--- config.mk ---
export PLATFORM = sky130hd
export DESIGN_NAME = rdma_flow_top
export DESIGN_NICKNAME = d
export VERILOG_FILES = /design/src/rdma_flow_pkg.sv /design/src/ssn_table.sv /design/src/meta_queue.sv /design/src/flow_ctrl.sv /design/src/rdma_flow_top.sv
export SDC_FILE = /design/constraint.sdc
export NUM_CORES = 1
export LEC_CHECK = 0
export BUFFER_PORTS_ARGS = -buffer_cell sky130_fd_sc_hd__buf_2
export CELL_PAD_IN_SITES_DETAIL_PLACEMENT = 1
export CELL_PAD_IN_SITES_GLOBAL_PLACEMENT = 2
export CORE_UTILIZATION = 25
export CTS_BUF_LIST = sky130_fd_sc_hd__clkbuf_8 sky130_fd_sc_hd__clkbuf_16
export CTS_CLUSTER_SIZE = 10
export DETAILED_ROUTE_END_ITERATION = 10
export PLACE_DENSITY = 0.54
export SLEW_MARGIN = 15
export SYNTH_ARGS = -nofsm -noshare
export SYNTH_HDL_FRONTEND = slang
export SYNTH_SLANG_ARGS = --single-unit
--- constraint.sdc ---
create_clock -name aclk -period 15 [get_ports aclk]
set_input_delay 0.75 -clock aclk [delete_from_list [all_inputs] [get_ports aclk]]
set_output_delay 0.75 -clock aclk [all_outputs]
set_load 0.005 [all_outputs]
--- src/rdma_flow_pkg.sv ---
package rdma_flow_pkg;

    localparam int REGION_BITS = 2;
    localparam int PID_BITS = 4;
    localparam int KEY_BITS = 1 + REGION_BITS + PID_BITS;

    typedef enum logic [1:0] {
        op_rd_req  = 2'd0,
        op_wr_req  = 2'd1,
        op_rd_resp = 2'd2,
        op_wr_ack  = 2'd3
    } opcode_t;

    typedef struct packed {
        opcode_t                opcode;
        logic [REGION_BITS-1:0] region;
        logic [PID_BITS-1:0]    pid;
        logic [15:0]            len;
        logic [7:0]             offs;
    } req_t;

    typedef struct packed {
        opcode_t                opcode;
        logic [REGION_BITS-1:0] region;
        logic [PID_BITS-1:0]    pid;
        logic                   last;
    } ack_t;

    // Table address with read and write traffic kept apart
    typedef struct packed {
        logic                   rd;
        logic [REGION_BITS-1:0] region;
        logic [PID_BITS-1:0]    pid;
    } flow_key_t;

    // Head and tail sized for up to 16 outstanding
    typedef struct packed {
        logic [6:0] spare;
        logic       issued;
        logic [3:0] head;
        logic [3:0] tail;
    } ssn_rec_t;

    function automatic logic is_rd_req(opcode_t op);
        return op == op_rd_req;
    endfunction

    function automatic logic is_rd_resp(opcode_t op);
        return op == op_rd_resp;
    endfunction

endpackage

--- src/ssn_table.sv ---
`timescale 1ns/1ps

module ssn_table
    import rdma_flow_pkg::*;
(
    input  logic      aclk,
    input  logic      we,
    input  flow_key_t addr,
    input  ssn_rec_t  wdata,
    output ssn_rec_t  rdata
);

    localparam int N_KEYS = 2 ** KEY_BITS;

    ssn_rec_t mem [N_KEYS];

    // Zero image in place of a table loader
    initial begin
        for (int i = 0; i < N_KEYS; i++) begin
            mem[i] = '0;
        end
    end

    // Read returns the old record on a same-address write
    always @(posedge aclk) begin
        if (we) begin
            mem[addr] <= wdata;
        end
        rdata <= mem[addr];
    end

endmodule

--- src/meta_queue.sv ---
`timescale 1ns/1ps

module meta_queue #(
    parameter int  DEPTH = 4,
    parameter type T     = logic [7:0]
) (
    input  logic aclk,
    input  logic aresetn,
    input  logic s_valid,
    output logic s_ready,
    input  T     s_data,
    output logic m_valid,
    input  logic m_ready,
    output T     m_data
);

    localparam int PTR_BITS = (DEPTH > 1) ? $clog2(DEPTH) : 1;
    localparam int CNT_BITS = $clog2(DEPTH + 1);

    T mem [DEPTH];

    logic [PTR_BITS-1:0] wr_ptr;
    logic [PTR_BITS-1:0] rd_ptr;
    logic [CNT_BITS-1:0] count;
    logic                push;
    logic                pop;

    function automatic logic [PTR_BITS-1:0] next_ptr(logic [PTR_BITS-1:0] p);
        return (p == PTR_BITS'(DEPTH - 1)) ? '0 : p + 1'b1;
    endfunction

    assign s_ready = (count != CNT_BITS'(DEPTH));
    assign m_valid = (count != '0);
    assign m_data  = mem[rd_ptr];

    assign push = s_valid && s_ready;
    assign pop  = m_valid && m_ready;

    always_ff @(posedge aclk) begin
        if (push) begin
            mem[wr_ptr] <= s_data;
        end
    end

    always_ff @(posedge aclk) begin
        if (!aresetn) begin
            wr_ptr <= '0;
            rd_ptr <= '0;
            count  <= '0;
        end else begin
            if (push) begin
                wr_ptr <= next_ptr(wr_ptr);
            end
            if (pop) begin
                rd_ptr <= next_ptr(rd_ptr);
            end
            case ({push, pop})
                2'b10:   count <= count + 1'b1;
                2'b01:   count <= count - 1'b1;
                default: count <= count;
            endcase
        end
    end

    a_count_bound: assert property (@(posedge aclk) disable iff (!aresetn)
        count <= CNT_BITS'(DEPTH));

endmodule

--- src/flow_ctrl.sv ---
`timescale 1ns/1ps

module flow_ctrl
    import rdma_flow_pkg::*;
#(
    parameter int N_OST = 4
) (
    input  logic      aclk,
    input  logic      aresetn,
    input  logic      s_req_valid,
    output logic      s_req_ready,
    input  req_t      s_req,
    input  logic      s_ack_valid,
    output logic      s_ack_ready,
    input  ack_t      s_ack,
    output logic      tbl_we,
    output flow_key_t tbl_addr,
    output ssn_rec_t  tbl_wdata,
    input  ssn_rec_t  tbl_rdata,
    output logic      rq_valid,
    input  logic      rq_ready,
    output req_t      rq_data,
    output logic      aq_valid,
    input  logic      aq_ready,
    output ack_t      aq_data
);

    localparam int OST_BITS = $clog2(N_OST);

    typedef enum logic [2:0] {
        st_idle,
        st_ack_lup_wait,
        st_req_lup_wait,
        st_ack_lup,
        st_req_lup
    } state_t;

    state_t    state;
    state_t    state_nxt;
    flow_key_t key_q;
    flow_key_t key_nxt;
    flow_key_t ack_key;
    flow_key_t req_key;

    logic [OST_BITS-1:0] head;
    logic [OST_BITS-1:0] tail;
    logic [OST_BITS-1:0] head_nxt;
    logic [OST_BITS-1:0] tail_nxt;
    logic                issued;
    logic                issued_nxt;
    logic                slot_free;
    logic                req_match;

    assign ack_key = flow_key_t'{rd: is_rd_resp(s_ack.opcode),
                                 region: s_ack.region, pid: s_ack.pid};
    assign req_key = flow_key_t'{rd: is_rd_req(s_req.opcode),
                                 region: s_req.region, pid: s_req.pid};

    assign head   = tbl_rdata.head[OST_BITS-1:0];
    assign tail   = tbl_rdata.tail[OST_BITS-1:0];
    assign issued = tbl_rdata.issued;

    // Equal pointers mean empty unless issued is set
    assign slot_free = !issued || (head != tail);
    // Source may have withdrawn a blocked request during the lookup
    assign req_match = s_req_valid && (req_key == key_q);

    assign tbl_wdata = ssn_rec_t'{spare: '0, issued: issued_nxt,
                                  head: 4'(head_nxt), tail: 4'(tail_nxt)};

    always_ff @(posedge aclk) begin
        if (!aresetn) begin
            state <= st_idle;
        end else begin
            state <= state_nxt;
        end
    end

    always_ff @(posedge aclk) begin
        key_q <= key_nxt;
    end

    // Acks win over requests
    always_comb begin
        state_nxt = state;
        case (state)
            st_idle: begin
                if (s_ack_valid) begin
                    state_nxt = st_ack_lup_wait;
                end else if (s_req_valid && rq_ready) begin
                    state_nxt = st_req_lup_wait;
                end
            end
            st_ack_lup_wait: state_nxt = st_ack_lup;
            st_req_lup_wait: state_nxt = st_req_lup;
            default:         state_nxt = st_idle;
        endcase
    end

    always_comb begin
        key_nxt      = key_q;
        s_ack_ready  = 1'b0;
        aq_valid     = 1'b0;
        aq_data      = s_ack;
        s_req_ready  = 1'b0;
        rq_valid     = 1'b0;
        rq_data      = s_req;
        rq_data.offs = 8'(head);
        tbl_we       = 1'b0;
        tbl_addr     = key_q;
        head_nxt     = head;
        tail_nxt     = tail;
        issued_nxt   = issued;

        case (state)
            st_idle: begin
                if (s_ack_valid) begin
                    s_ack_ready = 1'b1;
                    aq_valid    = s_ack.last;
                    tbl_addr    = ack_key;
                    key_nxt     = ack_key;
                end else if (s_req_valid && rq_ready) begin
                    tbl_addr = req_key;
                    key_nxt  = req_key;
                end
            end
            st_ack_lup: begin
                tail_nxt   = tail + 1'b1;
                issued_nxt = (head == tail_nxt) ? 1'b0 : issued;
                tbl_we     = 1'b1;
            end
            st_req_lup: begin
                // Full key falls back to idle and retries
                if (req_match && slot_free) begin
                    s_req_ready = 1'b1;
                    rq_valid    = 1'b1;
                    head_nxt    = head + 1'b1;
                    issued_nxt  = 1'b1;
                    tbl_we      = 1'b1;
                end
            end
            default: ;
        endcase
    end

    a_aq_room: assert property (@(posedge aclk) disable iff (!aresetn)
        aq_valid |-> aq_ready);

    // An admitted request must find room in the request queue
    a_req_ready_lup: assert property (@(posedge aclk) disable iff (!aresetn)
        s_req_ready |-> (state == st_req_lup) && rq_ready);

endmodule

--- src/rdma_flow_top.sv ---
`timescale 1ns/1ps

module rdma_flow_top
    import rdma_flow_pkg::*;
#(
    parameter int N_OST = 4
) (
    input  logic aclk,
    input  logic aresetn,
    input  logic s_req_valid,
    output logic s_req_ready,
    input  req_t s_req,
    input  logic s_ack_valid,
    output logic s_ack_ready,
    input  ack_t s_ack,
    output logic m_req_valid,
    input  logic m_req_ready,
    output req_t m_req,
    output logic m_ack_valid,
    input  logic m_ack_ready,
    output ack_t m_ack
);

    logic      tbl_we;
    flow_key_t tbl_addr;
    ssn_rec_t  tbl_wdata;
    ssn_rec_t  tbl_rdata;

    logic rq_valid;
    logic rq_ready;
    req_t rq_data;
    logic aq_valid;
    logic aq_ready;
    ack_t aq_data;

    flow_ctrl #(
        .N_OST(N_OST)
    ) ctrl0 (
        .aclk       (aclk),
        .aresetn    (aresetn),
        .s_req_valid(s_req_valid),
        .s_req_ready(s_req_ready),
        .s_req      (s_req),
        .s_ack_valid(s_ack_valid),
        .s_ack_ready(s_ack_ready),
        .s_ack      (s_ack),
        .tbl_we     (tbl_we),
        .tbl_addr   (tbl_addr),
        .tbl_wdata  (tbl_wdata),
        .tbl_rdata  (tbl_rdata),
        .rq_valid   (rq_valid),
        .rq_ready   (rq_ready),
        .rq_data    (rq_data),
        .aq_valid   (aq_valid),
        .aq_ready   (aq_ready),
        .aq_data    (aq_data)
    );

    // Per-key head, tail and issued records
    ssn_table tbl0 (
        .aclk (aclk),
        .we   (tbl_we),
        .addr (tbl_addr),
        .wdata(tbl_wdata),
        .rdata(tbl_rdata)
    );

    // Admitted requests
    meta_queue #(
        .DEPTH(N_OST),
        .T    (req_t)
    ) sq0 (
        .aclk   (aclk),
        .aresetn(aresetn),
        .s_valid(rq_valid),
        .s_ready(rq_ready),
        .s_data (rq_data),
        .m_valid(m_req_valid),
        .m_ready(m_req_ready),
        .m_data (m_req)
    );

    // Last acks only
    meta_queue #(
        .DEPTH(N_OST),
        .T    (ack_t)
    ) cq0 (
        .aclk   (aclk),
        .aresetn(aresetn),
        .s_valid(aq_valid),
        .s_ready(aq_ready),
        .s_data (aq_data),
        .m_valid(m_ack_valid),
        .m_ready(m_ack_ready),
        .m_data (m_ack)
    );

endmodule

==> metrics.csv, run 1 <==
stage;metric;value;unit
floorplanning;die_area;131000;sq um
route;finalWirelength;90600;microns
final_layout;fin_cells;4016;
yosys;synth_edf_count;780;
yosys;syn_area;32300;sq um
floorplanning;start_util;25.2;%
worst_hold_path;min-delay-start;s_req[22];
clock_tree;numCtsBuffers;96;
sta;hold_ws;0.314;ns
route;drc;0;
floorplanning;fp.dieH;361;microns
route;drtIter0Drc;1290;
placed_design;placed_cells;3869;
placed_design;gp_congestion;0.733;
clock_tree;insertion_delay;0.66;ns
grt;grt_pass1_wl;133000;microns
setup_path;critPathMaxFanout;45;
clock_tree;cts.reportedPaths.clkPinSlew;0.06;ns
power;seqPwrFrac;47.2;%
power;intPower;4.23;mW
clock_tree;clockBufferDepth;3;
placed_design;hpwl;53700;microns
setup_path;reg2reg_from;sq0.count[2];
final_layout;antenna_cells;0;
yosys;seq_area_frac_synth;74.6;%
setup_path;r2r_cells;12;
setup_path;worstPathRequired;15.54;ns
grt;antenna_found_initial;2;
route;drtPass1Iterations;7;
sta;tightestPinTransition;1.14;ns
sta;hold_violations;0;
grt;grt_pass1_vias;20000;
sta;fin_crit_sh;36.0;%
route;via_per_inst;4.67;
status;run_status;complete, no violations;
sta;fmax;0.185;GHz
clock_tree;h-tree-depth;3;
yosys;synth_flop_cell;edfxtp_1;
setup_path;r2r_slack;9.59;ns
grt;grt-ovfl-total;0;
setup_path;end_kind;flip-flop;
power;ir_worst_vdd;119;uV
clock_tree;holdBufCountCts;0;
worst_hold_path;hold_end;sq0.mem[1][16];
yosys;synth-seq-cells;813;
sta;setup_viol;0;
floorplanning;io_pins;92;
yosys;synth_cell_types;61;
final_layout;drive_gt1_share;12.2;%
final_layout;finalNetCount;2366;
worst_hold_path;hp-class;primary input to flip-flop;
clock_tree;postCtsSetupRepairBufs;0;
final_layout;syn2layout_area_growth;15.5;%
route;vias;18700;
placed_design;port-buffer-count;77;
yosys;syn_area_per_cell;14.6;sq um
route;detail_route.wl_per_cell;22.6;microns
floorplanning;rows;131;
sta;rsz0062_at_grt;no;
power;p_comb_share;18.2;%
worst_hold_path;min_path_cells;1;
setup_path;cp-start-kind;flip-flop;
grt;track_usage;13.7;%
power;powerDensity;161;nW/um^2
floorplanning;die_w;361;microns
route;drtAntennaViolNets;0;
sta;skew;0.0249;ns
clock_tree;cts.repair.resized;0;
setup_path;r2r_end;tbl0.rdata[4];
power;clockPowerShare;34.5;%
floorplanning;core;128000;sq um
sta;finalSetupTns;0;ns
grt;grt_start_max_net_pins;146;
sta;period_needed;5.41;ns
setup_path;path_class;flip-flop to flip-flop;
power;power_leakage;12.0;nW
clock_tree;cts_tree;yes;
setup_path;cp.arrival;5.95;ns
yosys;ys_warn_count;0;
sta;max-slew-margin-rel;23.3;%
yosys;postSynth.asyncResetShare;0;%
run;max-cap-violations;0;
sta;drv_slew;0;
yosys;synth_cells;2211;
clock_tree;root_buffer;clkbuf_16;
power;switching_share;29.4;%
power;netSwitchingPower;1.76;mW
clock_tree;clock_sinks;813;
worst max-delay path by stage:
stage                 start              to  slack [ns]  cells after the start
6_report       sq0.count[2]   tbl0.rdata[4]        9.59                     12
5_1_grt        sq0.count[2]   tbl0.rdata[4]        9.40                     12
4_1_cts        sq0.count[0]   tbl0.rdata[4]        9.54                     12
3_5_place_dp    s_ack_valid   tbl0.rdata[4]        9.14                     13
3_3_place_gp    s_ack_valid   tbl0.rdata[4]        9.11                     13
2_1_floorplan   s_req_valid  tbl0.mem[0][3]        8.29                      7
cells by family after synthesis:
| family | count (synthesis) | share of synthesized area (%) |
|---|---|---|
| XOR/XNOR | 16 | 0.434 |
| other | 1 | 0.0116 |
| buffers and inverters | 152 | 2.34 |
| adder cells (fa/ha/maj) | 14 | 0.589 |
| AND/OR/NAND/NOR | 910 | 12.3 |
| flip-flops | 813 | 74.6 |
| multiplexers | 144 | 5.82 |
| AO/OA/AOI/OAI | 161 | 3.84 |
power by group through the flow:
stage | Combinational [mW] | Sequential [mW] | Clock, mW
after floorplan | 0.621 | 2.91 | 0
after global placement | 1.10 | 2.87 | 0
after detailed placement | 1.13 | 2.88 | 0
after CTS | 1.14 | 2.83 | 2.14
after global routing | 1.20 | 2.83 | 2.21
final | 1.09 | 2.83 | 2.07
state kept, by name, summed over array words and instances (netlist names), named ones only:
| register | count |
|---|---|
| cq0.count | 3 |
| cq0.mem | 36 |
| cq0.rd_ptr | 2 |
| cq0.wr_ptr | 2 |
| ctrl0.key_q | 7 |
| ctrl0.state | 3 |
| sq0.count | 3 |
| sq0.mem | 104 |
| sq0.rd_ptr | 2 |
| sq0.wr_ptr | 2 |
| tbl0.mem | 640 |
| tbl0.rdata | 5 |
routing by layer:
layer	vias to the layer above	routed length (microns)	GRT usage, %
li1	8486	-	-
met1	9716	40900	18.0
met2	389	43800	23.1
met3	140	3550	2.36
met4	4	2400	3.93
met5	-	26	0
through the flow:
step	worst slack, ns	power, mW	utilization, %	area, sq um
global route	9.40	6.24	29.2	37300
CTS	9.54	6.10	29.2	37300
detailed placement	9.14	4.01	27.0	34500
floorplan	8.29	3.53	-	32300
finish	9.59	5.99	29.2	37300
global placement	9.11	3.98	27.0	34500
layout by cell type, fill, tap and decap left out, drive strengths merged, types with 9 or more instances in the layout:
| cell type | count |
|---|---|
| xnor2 | 10 |
| a32oi | 54 |
| nand4 | 58 |
| inv | 50 |
| nor3 | 13 |
| a31oi | 27 |
| ha | 12 |
| dfxtp | 33 |
| clkinv | 17 |
| nor2 | 155 |
| o21ai | 9 |
| a222oi | 10 |
| nand3 | 158 |
| mux2i | 109 |
| and2 | 13 |
| buf | 122 |
| nand2 | 464 |
| clkbuf | 101 |
| and3 | 14 |
| a21oi | 20 |
| edfxtp | 780 |
| mux4 | 35 |
synth_stat cells, drive strengths merged, types with 3 or more instances:
cell	instances	share of area [%]
or3	7	0.14
edfxtp	780	73
and4	7	0.19
xor2	6	0.16
ha	12	0.47
nor2	155	1.8
nand3	158	2.5
buf	105	1.8
a21o	3	0.070
o21ai	9	0.14
o22a	3	0.081
xnor2	10	0.27
nand2	464	5.4
nand2b	3	0.058
a22o	7	0.19
o2111ai	5	0.14
o22ai	4	0.078
mux2i	109	3.4
nand4	58	1.1
nor3	13	0.20
a32oi	54	1.5
and3	14	0.27
dfxtp	33	2.0
and2	13	0.25
a222oi	10	0.31
a31oi	27	0.52
mux4	35	2.4
a21oi	20	0.31
clkbuf	26	0.30
a21boi	6	0.14
nor2b	7	0.14
a311oi	3	0.081
inv	19	0.22
worst max-delay path: stages (launching register included):
cell	delay, ns
dfxtp_1	0.36
or3b_1	0.60
and2_0	0.40
o311ai_4	0.27
buf_4	0.36
inv_2	0.38
nor2_4	0.77
buf_4	0.71
a222oi_1	0.29
and3_1	0.29
a31oi_1	0.14
nand4_1	0.35
and4_1	0.34
area by class of cell:
| type | count | area, sq um |
|---|---|---|
| fill | 13500 | 90600 |
| inverter | 21 | 85.1 |
| tap | 1662 | 2080 |
| timing repair buffer | 122 | 736 |
| multi-input combinational | 1251 | 7550 |
| clock inverter | 46 | 240 |
| sequential | 813 | 24100 |
| clock buffer | 101 | 2500 |
(Power assumes the default switching activity.)
==> inputs of run 2 (changes only) <==
Settings changed: PLACE_DENSITY 0.54 to 0.55.
Clock period 15 ns to 4.6 ns, I/O delays scaled along.
==> run 2 against run 1 <==
Against the previous run:
- critical path depth fell by 1
- via count rose by 1.6%
- fmax is 35% higher
- critical endpoint unchanged
- largest cell class unchanged
- non-clock buffer count grew 88
- worst hold slack improved by 0.0095 ns
- global-route usage is 0.38 points higher
- clock-buffer cell count increased by 7
- sequential cell count unchanged
- combinational power grew to 3.7 times the previous value
- total power rose to 3.4 times the previous value
- routed wire length grew 2.0%
- first-iteration DRC count down 22%
==> metrics.csv, run 2 (synthesized netlist as in run 1, its figures left out) <==
stage;metric;value;unit
status;run_status;complete, no violations;
clock_tree;h-tree-depth;3;
placed_design;dp_slack;0.569;ns
placed_design;port-buffer-count;77;
floorplanning;fp.dieH;361;microns
placed_design;placed_cells;3920;
clock_tree;cts.repair.resized;0;
clock_tree;postCtsSetupRepairBufs;0;
sta;rsz0062_at_grt;no;
final_layout;largest_reg_flops;640;
placed_design;place_area;35200;sq um
route;drtAntennaViolNets;0;
grt;antenna_found_initial;2;
route;finalWirelength;92400;microns
placed_design;hpwl;56500;microns
setup_path;end_kind;flip-flop;
floorplanning;rows;131;
route;via_per_inst;4.62;
clock_tree;holdBufCountCts;37;
route;detail_route.wl_per_cell;22.5;microns
grt;grt_start_max_net_pins;129;
floorplanning;start_util;25.2;%
grt;track_usage;14.1;%
sta;hold_ws;0.324;ns
setup_path;path_class;flip-flop to flip-flop;
clock_tree;numCtsBuffers;98;
setup_path;cp-start-kind;flip-flop;
floorplanning;die_w;361;microns
setup_path;worstPathRequired;5.16;ns
route;vias;19000;
placed_design;gp_congestion;0.761;
power;power.total;20.2;mW
sta;skew;0.0222;ns
sta;tightestPinTransition;1.08;ns
sta;max-slew-margin-rel;28.2;%
power;powerDensity;525;nW/um^2
grt;grt_pass1_wl;137000;microns
final_layout;antenna_cells;0;
setup_path;cp.arrival;4.57;ns
power;power_leakage;12.5;nW
clock_tree;clock_sinks;813;
clock_tree;insertion_delay;0.67;ns
clock_tree;cts_tree;yes;
final_layout;syn2layout_area_growth;19.1;%
clock_tree;clockBufferDepth;3;
grt;grt_pass1_vias;20600;
setup_path;critPathMaxFanout;26;
sta;setup_ws;0.585;ns
final_layout;final_common_cell;edfxtp_1;
sta;hold_violations;0;
route;drtIter0Drc;1009;
sta;drv_slew;0;
sta;finalSetupTns;0;ns
final_layout;reg_top3;tbl0.mem: 640 flops, sq0.mem: 104 flops, cq0.mem: 36 flops;
final_layout;final_cell_mix;edfxtp_1, nand2_1, nand3_1, nor2_1, mux2i_1;
floorplanning;core;128000;sq um
sta;setup_viol;0;
route;drtPass1Iterations;7;
final_layout;drive_gt1_share;14.2;%
sta;period_needed;4.02;ns
sta;fmax;0.249;GHz
run;max-cap-violations;0;
power;ir_worst_vdd;548;uV
final_layout;fin_util;30.1;%
floorplanning;io_pins;92;
floorplanning;die_area;131000;sq um
route;drc;0;
clock_tree;root_buffer;clkbuf_16;
sta;fin_crit_sh;87.3;%
final_layout;fin_cells;4114;
clock_tree;cts.reportedPaths.clkPinSlew;0.06;ns
final_layout;fillers;13500;
final_layout;top_register;tbl0.mem;
grt;grt-ovfl-total;0;
final_layout;final_area;38400;sq um
worst_hold_path;hp-class;primary input to flip-flop;
final_layout;finalNetCount;2456;
## run 2: cell types whose count changed in the layout (fill, tap and decap cells not counted), moves of 3 or more
cell / delta
clkbuf_8: +6
clkinv_1: +3
buf_4: +31
inv_6: +3
buf_12: +20
inv_1: -4
dlygate4sd3_1: +37
## run 2: path summary, 6_finish.rpt
check,endpoint,start,cells past startpoint,slack [ns]
max,tbl0.rdata[4],sq0.count[0],11,0.58
min,sq0.mem[3][15],s_req[21],2,0.32
max reg2reg,tbl0.rdata[4],sq0.count[0],11,0.58
min reg2reg,cq0.rd_ptr[1],cq0.rd_ptr[1],2,0.52
## run 2: routing by layer
metal / GRT usage, % / part of all wire (%) / wire, microns / vias to the layer above
li1: - / - / - / 8686
met1: 18.5 / 46 / 42100 / 9814
met2: 23.6 / 48 / 44200 / 381
met3: 2.42 / 4.2 / 3930 / 144
met4: 4.43 / 2.4 / 2210 / 2
met5: 0 / 0.014 / 13 / -
## run 2: final cells by class
class | count | area [sq um] | share of cell area [%]
Inverter | 21 | 85.1 | 0.221
Clock inverter | 49 | 260 | 0.677
Tap cell | 1662 | 2080 | 5.41
Timing Repair Buffer | 210 | 1740 | 4.53
Clock buffer | 108 | 2610 | 6.80
Multi-Input combinational cell | 1251 | 7570 | 19.7
Sequential cell | 813 | 24100 | 62.7
## run 2: critical path, stage by stage (launching register included)
cell	delay [ns]
dfxtp_1	0.34
or3b_1	0.62
a311oi_1	0.38
or3_4	0.47
clkinv_4	0.42
buf_4	0.33
nand2_1	0.09
and3_1	0.17
a31oi_1	0.06
o2111ai_1	0.25
nand4_1	0.36
and4_1	0.33
## run 2: where the power goes
group	switching, mW	internal, mW
clock	2.94	4.06
combinational	2.90	1.09
sequential	0.108	9.10
total	5.94	14.3
